<file path="config.mk">
export PLATFORM = sky130hd
export DESIGN_NAME = fetch_top
export DESIGN_NICKNAME = d
export VERILOG_FILES = /design/src/apb_pkg.sv /design/src/fetch_pkg.sv /design/src/fetch_top.sv /design/src/fetch_stage.sv /design/src/fetch_fill_port.sv /design/src/fetch_line_store.sv /design/src/fetch_pc_gen.sv
export SDC_FILE = /design/constraint.sdc
export NUM_CORES = 1
export LEC_CHECK = 0
export BUFFER_PORTS_ARGS = -buffer_cell sky130_fd_sc_hd__clkbuf_2
export CAP_MARGIN = 20
export CORE_UTILIZATION = 27
export DETAILED_ROUTE_END_ITERATION = 10
export PLACE_DENSITY_LB_ADDON = 0.25
export REMOVE_ABC_BUFFERS = 1
export SKIP_LAST_GASP = 1
export SYNTH_ARGS = -nofsm -noshare
export SYNTH_HDL_FRONTEND = slang
export SYNTH_SLANG_ARGS = --single-unit
</file>
<file path="constraint.sdc">
create_clock -name clk -period 7.23 [get_ports clk]
set_input_delay 0.3615 -clock clk [delete_from_list [all_inputs] [get_ports clk]]
set_output_delay 0.3615 -clock clk [all_outputs]
set_load 0.03 [all_outputs]
</file>
<file path="src/apb_pkg.sv">
// ==================================================
// APB request and response bundles
// Register map of the line fill port
// ==================================================

package apb_pkg;

	// Master to slave side of the bus
	typedef struct packed {
		logic psel;
		logic penable;
		logic pwrite;
		logic [7:0] paddr;
		logic [31:0] pwdata;
	} apb_req_t;

	// Slave to master side of the bus
	typedef struct packed {
		logic [31:0] prdata;
		logic pready;
		logic pslverr;
	} apb_rsp_t;

	// Low and high words of the line being assembled
	localparam logic [7:0] REG_LO = 8'h00;
	localparam logic [7:0] REG_HI = 8'h04;
	// Store the assembled line, pwdata carries the line address
	localparam logic [7:0] REG_WRITE = 8'h08;
	// Push the assembled line straight into the fetch stage
	localparam logic [7:0] REG_INJECT = 8'h0C;

endpackage

</file>
<file path="src/fetch_pkg.sv">
// ==================================================
// Fetch front end shared types and constants
// Fetch address with stream tag, instruction slot,
// fetch line and registered fetch output bundle
// ==================================================

package fetch_pkg;

	// ==================================================
	// Sizes
	// ==================================================

	// Byte address width of the fetch program counter
	localparam int ADDR_BITS = 16;
	// Stream tag width, a redirect moves to the next tag
	localparam int STREAM_BITS = 3;
	// Instruction parcels held in one fetch line
	localparam int SLOTS = 4;
	// Address step between consecutive slots of a line
	localparam int SLOT_BYTES = 2;
	// Address step between consecutive lines
	localparam int LINE_BYTES = 8;
	// Byte offset bits inside a line, below the store index
	localparam int LINE_OFS_BITS = $clog2(LINE_BYTES);

	typedef logic [ADDR_BITS-1:0] pc_t;
	typedef logic [STREAM_BITS-1:0] stream_t;

	// Fetch address, the stream tag sits above the byte address
	typedef struct packed {
		stream_t stream;
		pc_t pc;
	} fetch_addr_t;

	// One 16 bit instruction parcel
	typedef logic [15:0] slot_t;

	// Slot 0 occupies the low bits of the line
	typedef slot_t [SLOTS-1:0] fetch_line_t;

	// One fetch address per slot of the line
	typedef fetch_addr_t [SLOTS-1:0] slot_addr_vec_t;

	// Registered output of the fetch stage
	typedef struct packed {
		slot_addr_vec_t slot_addr;
		fetch_line_t line;
		logic flush;
	} fetch_out_t;

	// ==================================================
	// Constants
	// ==================================================

	localparam slot_t OP_NOP = 16'hE000;
	localparam fetch_line_t NOP_LINE = {SLOTS{OP_NOP}};
	// Stream tag held right after reset
	localparam stream_t RST_STREAM = 3'd1;

endpackage
</file>
<file path="src/fetch_top.sv">
// ==================================================
// Instruction fetch front end top level
// PC generator, line store, APB fill port, stage
// ==================================================

`timescale 1ns/1ps

module fetch_top import fetch_pkg::*, apb_pkg::*; #(
	parameter logic [15:0] RST_PC = 16'h0100,
	parameter int INDEX_BITS = 4
) (
	input logic clk,
	input logic rst,
	input logic en_i,
	input logic stall_i,
	input logic redirect_i,
	input logic [15:0] redirect_pc_i,
	input logic flush_i,
	input logic stomp_i,
	input logic [2:0] kept_stream_i,
	// Fill and inject path
	input apb_req_t apb_i,
	output apb_rsp_t apb_o,
	output fetch_out_t fetch_o
);

	// Enable shared by the PC generator and the stage
	logic advance;
	fetch_addr_t fetch_addr;
	fetch_line_t store_line;
	logic store_hit;

	logic fill_wr;
	logic [15:0] fill_wr_addr;
	logic fill_inject;
	fetch_line_t fill_line;

	assign advance = en_i & ~stall_i;

	// ==================================================
	// Instances
	// ==================================================

	fetch_pc_gen #(.RST_PC(RST_PC)) u_pc_gen (
		.clk(clk), .rst(rst),
		.advance_i(advance), .redirect_i(redirect_i), .hit_i(store_hit),
		.redirect_pc_i(redirect_pc_i), .addr_o(fetch_addr)
	);

	fetch_line_store #(.INDEX_BITS(INDEX_BITS)) u_store (
		.clk(clk), .rst(rst), .addr_i(fetch_addr),
		.wr_i(fill_wr), .wr_addr_i(fill_wr_addr), .wr_line_i(fill_line),
		.line_o(store_line), .hit_o(store_hit)
	);

	fetch_fill_port u_fill (
		.clk(clk), .rst(rst), .apb_i(apb_i), .apb_o(apb_o),
		.wr_o(fill_wr), .wr_addr_o(fill_wr_addr),
		.inject_o(fill_inject), .line_o(fill_line)
	);

	fetch_stage #(.RST_PC(RST_PC)) u_stage (
		.clk(clk), .rst(rst), .en_i(en_i), .stall_i(stall_i),
		.addr_i(fetch_addr), .line_i(store_line), .hit_i(store_hit),
		.flush_i(flush_i), .stomp_i(stomp_i), .kept_stream_i(kept_stream_i),
		.inject_i(fill_inject), .inj_line_i(fill_line), .fetch_o(fetch_o)
	);

endmodule

</file>
<file path="src/fetch_stage.sv">
// ==================================================
// Fetch pipeline register
// Slot addresses, fetched line and flush flag
// with no-operation substitution and line inject
// ==================================================

`timescale 1ns/1ps

module fetch_stage import fetch_pkg::*; #(
	parameter logic [15:0] RST_PC = 16'h0100
) (
	input logic clk,
	input logic rst,
	input logic en_i,
	input logic stall_i,
	// Fetch address and the lookup result for it
	input fetch_addr_t addr_i,
	input fetch_line_t line_i,
	input logic hit_i,
	input logic flush_i,
	// Stomp discards every stream except the kept one
	input logic stomp_i,
	input logic [2:0] kept_stream_i,
	// Line pushed in from the fill port
	input logic inject_i,
	input fetch_line_t inj_line_i,
	output fetch_out_t fetch_o
);

	// Stage moves only when enabled and not stalled
	logic stage_en;
	// Looked up line must not enter the pipeline
	logic kill_line;

	slot_addr_vec_t slot_d;
	slot_addr_vec_t slot_q;
	fetch_line_t line_q;
	logic flush_q;

	// Spread one fetch address over all slots of a line
	// Every slot keeps the stream tag of the base address
	function automatic slot_addr_vec_t slot_addrs(fetch_addr_t base);
		slot_addr_vec_t v;
		for (int k = 0; k < SLOTS; k++) begin
			v[k].stream = base.stream;
			v[k].pc = base.pc + pc_t'(k * SLOT_BYTES);
		end
		return v;
	endfunction

	assign stage_en = en_i & ~stall_i;

	// ==================================================
	// Slot addresses and flush flag
	// ==================================================

	assign slot_d = slot_addrs(addr_i);

	always_ff @(posedge clk) begin
		if (rst) begin
			slot_q <= slot_addrs('{stream: RST_STREAM, pc: RST_PC});
			flush_q <= 1'b0;
		end
		else if (stage_en) begin
			slot_q <= slot_d;
			flush_q <= flush_i;
		end
	end

	// ==================================================
	// Line register
	// ==================================================

	// Miss, flush and a stomp on a foreign stream all kill the line
	assign kill_line = ~hit_i | flush_i |
		(stomp_i & (addr_i.stream != kept_stream_i));

	// Inject updates the line even while the stage holds
	always_ff @(posedge clk) begin
		if (rst) begin
			line_q <= NOP_LINE;
		end
		else if (inject_i) begin
			line_q <= inj_line_i;
		end
		else if (stage_en) begin
			if (kill_line)
				line_q <= NOP_LINE;
			else
				line_q <= line_i;
		end
	end

	// Output bundle is read straight from the registers
	always_comb begin
		fetch_o.slot_addr = slot_q;
		fetch_o.line = line_q;
		fetch_o.flush = flush_q;
	end

endmodule

</file>
<file path="src/fetch_fill_port.sv">
// ==================================================
// APB slave for line fill and line injection
// Assembles a line from two words, then issues
// a store write or an inject strobe
// ==================================================

`timescale 1ns/1ps

module fetch_fill_port import fetch_pkg::*, apb_pkg::*; (
	input logic clk,
	input logic rst,
	input apb_req_t apb_i,
	output apb_rsp_t apb_o,
	// Store write strobe and line address
	output logic wr_o,
	output logic [15:0] wr_addr_o,
	// Fetch stage inject strobe
	output logic inject_o,
	// Assembled line, shared by store and stage
	output fetch_line_t line_o
);

	// Access cycle of a transfer, no wait states exist
	logic access;
	logic wr_access;
	// Offset is one of the four mapped registers
	logic known_ofs;

	// Line halves, payload only
	logic [31:0] lo_q;
	logic [31:0] hi_q;
	logic [15:0] wr_addr_q;
	// One cycle strobes issued after the access cycle
	logic wr_q;
	logic inject_q;

	assign access = apb_i.psel & apb_i.penable;
	assign wr_access = access & apb_i.pwrite;

	// ==================================================
	// Read data and response
	// ==================================================

	// Reads of the two strobe registers return zero
	always_comb begin
		known_ofs = 1'b1;
		apb_o.prdata = 32'd0;
		case (apb_i.paddr)
			REG_LO: apb_o.prdata = lo_q;
			REG_HI: apb_o.prdata = hi_q;
			REG_WRITE, REG_INJECT: apb_o.prdata = 32'd0;
			default: known_ofs = 1'b0;
		endcase
		apb_o.pready = 1'b1;
		// Error only in the access cycle of an unmapped offset
		apb_o.pslverr = access & ~known_ofs;
	end

	// ==================================================
	// Register writes
	// ==================================================

	always_ff @(posedge clk) begin
		if (wr_access && apb_i.paddr == REG_LO)
			lo_q <= apb_i.pwdata;
		if (wr_access && apb_i.paddr == REG_HI)
			hi_q <= apb_i.pwdata;
		if (wr_access && apb_i.paddr == REG_WRITE)
			wr_addr_q <= apb_i.pwdata[15:0];
	end

	// Strobes last a single cycle since transfers take two
	always_ff @(posedge clk) begin
		if (rst) begin
			wr_q <= 1'b0;
			inject_q <= 1'b0;
		end
		else begin
			wr_q <= wr_access && (apb_i.paddr == REG_WRITE);
			inject_q <= wr_access && (apb_i.paddr == REG_INJECT);
		end
	end

	assign wr_o = wr_q;
	assign wr_addr_o = wr_addr_q;
	assign inject_o = inject_q;
	// Low word carries slots 0 and 1
	assign line_o = fetch_line_t'({hi_q, lo_q});

endmodule

</file>
<file path="src/fetch_line_store.sv">
// ==================================================
// Direct-mapped instruction line store
// Combinational lookup with tag compare
// Line write from the APB fill port
// ==================================================

`timescale 1ns/1ps

module fetch_line_store import fetch_pkg::*; #(
	parameter int INDEX_BITS = 4
) (
	input logic clk,
	input logic rst,
	// Current fetch address
	input fetch_addr_t addr_i,
	// Write strobe, line address and line from the fill port
	input logic wr_i,
	input logic [15:0] wr_addr_i,
	input fetch_line_t wr_line_i,
	output fetch_line_t line_o,
	output logic hit_o
);

	// Number of lines held
	localparam int DEPTH = 1 << INDEX_BITS;
	// Address bits left above the index form the tag
	localparam int TAG_BITS = ADDR_BITS - LINE_OFS_BITS - INDEX_BITS;

	typedef logic [INDEX_BITS-1:0] index_t;
	typedef logic [TAG_BITS-1:0] tag_t;

	// Line data and tag arrays
	fetch_line_t line_mem [DEPTH];
	tag_t tag_mem [DEPTH];
	// One valid bit per entry, the only state cleared by reset
	logic [DEPTH-1:0] valid_q;

	index_t rd_idx;
	tag_t rd_tag;
	index_t wr_idx;
	tag_t wr_tag;

	// ==================================================
	// Address split
	// ==================================================

	// The byte offset inside a line is ignored for both ports
	// The stream tag plays no part in the lookup
	assign rd_idx = addr_i.pc[LINE_OFS_BITS +: INDEX_BITS];
	assign rd_tag = addr_i.pc[ADDR_BITS-1 -: TAG_BITS];
	assign wr_idx = wr_addr_i[LINE_OFS_BITS +: INDEX_BITS];
	assign wr_tag = wr_addr_i[ADDR_BITS-1 -: TAG_BITS];

	// ==================================================
	// Lookup
	// ==================================================

	// Same cycle result, a hit needs a valid entry with a matching tag
	always_comb begin
		line_o = line_mem[rd_idx];
		hit_o = valid_q[rd_idx] && (tag_mem[rd_idx] == rd_tag);
	end

	// ==================================================
	// Write
	// ==================================================

	// Data and tag land on the strobe edge
	// A lookup sees them on the following cycle
	always_ff @(posedge clk) begin
		if (wr_i) begin
			line_mem[wr_idx] <= wr_line_i;
			tag_mem[wr_idx] <= wr_tag;
		end
	end

	// Entry turns valid with its first write and stays valid
	always_ff @(posedge clk) begin
		if (rst) begin
			valid_q <= '0;
		end
		else if (wr_i) begin
			valid_q[wr_idx] <= 1'b1;
		end
	end

endmodule

</file>
<file path="src/fetch_pc_gen.sv">
// ==================================================
// Fetch program counter generator
// Holds the fetch address and its stream tag
// ==================================================

`timescale 1ns/1ps

module fetch_pc_gen import fetch_pkg::*; #(
	parameter logic [15:0] RST_PC = 16'h0100
) (
	input logic clk,
	input logic rst,
	// Stage enable formed by the top level
	input logic advance_i,
	input logic redirect_i,
	// Lookup result for the current address
	input logic hit_i,
	input logic [15:0] redirect_pc_i,
	output fetch_addr_t addr_o
);

	fetch_addr_t addr_q;
	fetch_addr_t addr_d;

	// ==================================================
	// Next address selection
	// ==================================================

	// Redirect wins over sequential flow and opens a new stream
	// The stream tag wraps through all of its values
	// A miss keeps the address until the line is filled
	always_comb begin
		addr_d = addr_q;
		if (redirect_i) begin
			addr_d.pc = redirect_pc_i;
			addr_d.stream = addr_q.stream + stream_t'(1);
		end
		else if (hit_i) begin
			// Step to the following line, same stream
			addr_d.pc = addr_q.pc + pc_t'(LINE_BYTES);
		end
	end

	// ==================================================
	// Address register
	// ==================================================

	// Nothing moves while the stage is stalled or disabled
	always_ff @(posedge clk) begin
		if (rst) begin
			addr_q.stream <= RST_STREAM;
			addr_q.pc <= RST_PC;
		end
		else if (advance_i) begin
			addr_q <= addr_d;
		end
	end

	// The address feeds the store lookup and the stage directly
	assign addr_o = addr_q;

endmodule

</file>
==> flow_metrics.py <==
metrics = {
    "run_status": {
        "status": "finished with violations",
        "failed_checks": "design-rule violations",
    },
    "floorplanning": {
        "initial_core_util": 0.2724,
        "rows": 164,
        "core_area_mm2": 0.2001,
        "die_h_um": 451.3,
        "ios": 244,
        "die_w_um": 451.3,
        "dieArea_mm2": 0.2037,
    },
    "clock_tree": {
        "postCtsSetupBuffers": 0,
        "cts.htree.levels": 4,
        "cts_made_buffers": 154,
        "clk_pin_slew_worst_paths_ns": 0.06,
        "insertion_delay_ns": 0.80,
        "clkSinkCount": 1413,
        "cts_resized": 0,
        "ctsHoldBuffers": 49,
        "root_buffer": "clkbuf_16",
        "clock_path_buffers": 3,
        "tritoncts": "built",
    },
    "sta": {
        "grt_setup_unrepaired": "no",
        "slew_headroom": 0.2577,
        "setup-violations-final": 0,
        "fin_crit_ns": 4.617,
        "worst_pin_slew_ns": 1.111,
        "fin_ws_ns": 2.613,
        "tns_ns": 0,
        "final.setup_skew_ns": 0.04040,
        "maxSlewViolCount": 0,
        "max_freq_ghz": 0.2166,
        "holdWs_ns": 0.07350,
        "hold_viol": 0,
        "fin_crit_sh": 0.6386,
    },
    "placement": {
        "port_buffers": 242,
        "dpl_cell_area_mm2": 0.05885,
        "dp.cells": 5604,
        "gp_congestion": 0.7113,
        "place_ws_ns": 2.509,
        "hpwl_um": 80120,
    },
    "hold_path": {
        "worstHoldStart": "redirect_pc_i[6]",
        "hold_path_depth": 4,
        "hp-class": "in -> reg",
    },
    "setup_path": {
        "reg2regPathDepth": 10,
        "r2r_end": "u_stage.fetch_o[9]$_SDFFE_PP0P_",
        "crit_type": "reg -> reg",
        "endpoint_kind": "flop",
        "crit_required_ns": 7.95,
        "critPathMaxFanout": 52,
        "r2r_slack_ns": 2.61,
        "worstPathArrival_ns": 5.34,
        "cp-start-kind": "flop",
    },
    "yosys": {
        "avgSynthCellArea_um2": 19.20,
        "synth_cells": 2838,
        "synth-edff-count": 1245,
        "ys_warn_count": 0,
        "synth_area_mm2": 0.05450,
        "yosys.cell_count.top_type": "edfxtp_1",
        "synth-seq-cells": 1413,
        "synthFlopType": "edfxtp_1",
        "yosysTopAreaCellShare": 0.6860,
        "ys_seq_area_frac": 0.7477,
        "synth_common_cells": "edfxtp_1, mux4_2, nor2_1",
        "yosys.area.top_type": "edfxtp_1",
        "synth_cell_types": 63,
        "synth.area.top_cells": "edfxtp_1, mux4_2, dfxtp_1, nor2_1, nand2_1",
        "async_reset_ff_frac": 0,
    },
    "power_and_ir_drop": {
        "p_leak_nw": 20.58,
        "power_mw": 17.25,
        "ir_drop_v": 0.0002611,
        "power_density_mw_per_mm2": 268.4,
    },
    "cells_and_area": {
        "instances_no_fill": 5940,
        "final_cell_area_mm2": 0.06429,
        "utilization": 0.3213,
        "drive_gt1_frac": 0.2736,
        "syn_to_final_growth_pct": 17.96,
        "nets": 3228,
    },
    "route": {
        "ant_nets": 0,
        "drc": 60,
        "wl_um": 151200,
        "num_vias": 27883,
        "wl_per_cell_um": 25.45,
        "drtPass1Iterations": 8,
        "routed_via_density": 4.694,
        "drtIter0Drc": 2306,
    },
    "global_routing": {
        "antenna_found_initial": 3,
        "grt_max_degree": 90,
        "grt_pass1_vias": 28761,
        "grt.total_usage": 0.1474,
        "grt_pass1_wl_um": 215300,
        "overflow": 0,
    },
    "job": {
        "cap_violations": 0,
    },
}
==> sequential cells by signal, summed over array words and instances, names as in the netlist, named ones only <==
signal / cells
u_fill.wr_addr_o: 13
u_fill.wr_o: 1
u_fill.lo_q: 32
u_store.tag_mem: 144
u_store.valid_q: 16
u_stage.flush_q: 1
u_fill.inject_o: 1
u_store.line_mem: 1024
u_pc_gen.addr_o: 19
u_fill.hi_q: 32
u_stage.fetch_o: 126
==> critical path: stages (launching register included) <==
cell and delay [ns]:
dfxtp_4 1.05, buf_4 0.50, mux4_2 0.37, xor2_1 0.16, and3_1 0.21, nor4_1 0.30, o211a_1 0.25, nand4_4 0.48
nor4b_4 0.47, buf_12 0.42, a21o_1 0.18
==> layout make-up <==
cell class	instances	area [um^2]
Fill cell	19135	135800
Sequential cell	1413	40760
Multi-Input combinational cell	1223	12990
Clock buffer	215	4285
Tap cell	2656	3323
Timing Repair Buffer	354	2231
Clock inverter	70	661.9
Inverter	7	31.28
Antenna cell	2	5.005
==> routing by layer <==
metal  global-route usage  wire length (um)
met2               0.2471             74720
met1               0.1968             66950
met5                    0                13
met4              0.03747              2811
met3              0.02538              6703
==> cells by family after synthesis <==
logic type      Yosys count  share of synthesized area
mux                     389                     0.1495
flops                  1413                     0.7477
buf+inv                 202                    0.01671
other cells               1                 0.00006881
compound gates          309                    0.03926
simple gates            479                    0.03910
fa+ha+maj                 6                   0.001377
xor+xnor                 39                   0.006267
==> cell usage in the layout (no fill, tap or decap), drive strengths merged, types with 51 or more instances in the layout <==
| cell type | n |
|---|---|
| a21o | 54 |
| a21oi | 100 |
| buf | 64 |
| clkbuf | 456 |
| clkinv | 51 |
| dfxtp | 168 |
| edfxtp | 1245 |
| mux4 | 339 |
| nand2 | 139 |
| nor2 | 215 |
==> worst max path at each step <==
stage          startpoint                               end  slack (ns)  cells after the start
2_1_floorplan        flop  u_stage.fetch_o[27]$_SDFFE_PP0P_       -8.24                      8
3_3_place_gp         flop  u_stage.fetch_o[41]$_SDFFE_PP0P_        2.53                      9
3_5_place_dp         flop  u_stage.fetch_o[24]$_SDFFE_PP0P_        2.51                     10
4_1_cts              flop  u_stage.fetch_o[45]$_SDFFE_PP0P_        2.48                     10
5_1_grt              flop  u_stage.fetch_o[45]$_SDFFE_PP0P_        2.31                     10
6_report             flop   u_stage.fetch_o[9]$_SDFFE_PP0P_        2.61                     10
==> where the power goes <==
group,switching (mW),internal [mW]
registers,0.0744,8.78
logic,0.375,0.340
clock network,3.24,4.45
Note: power is estimated with default switching activity, not from simulation.
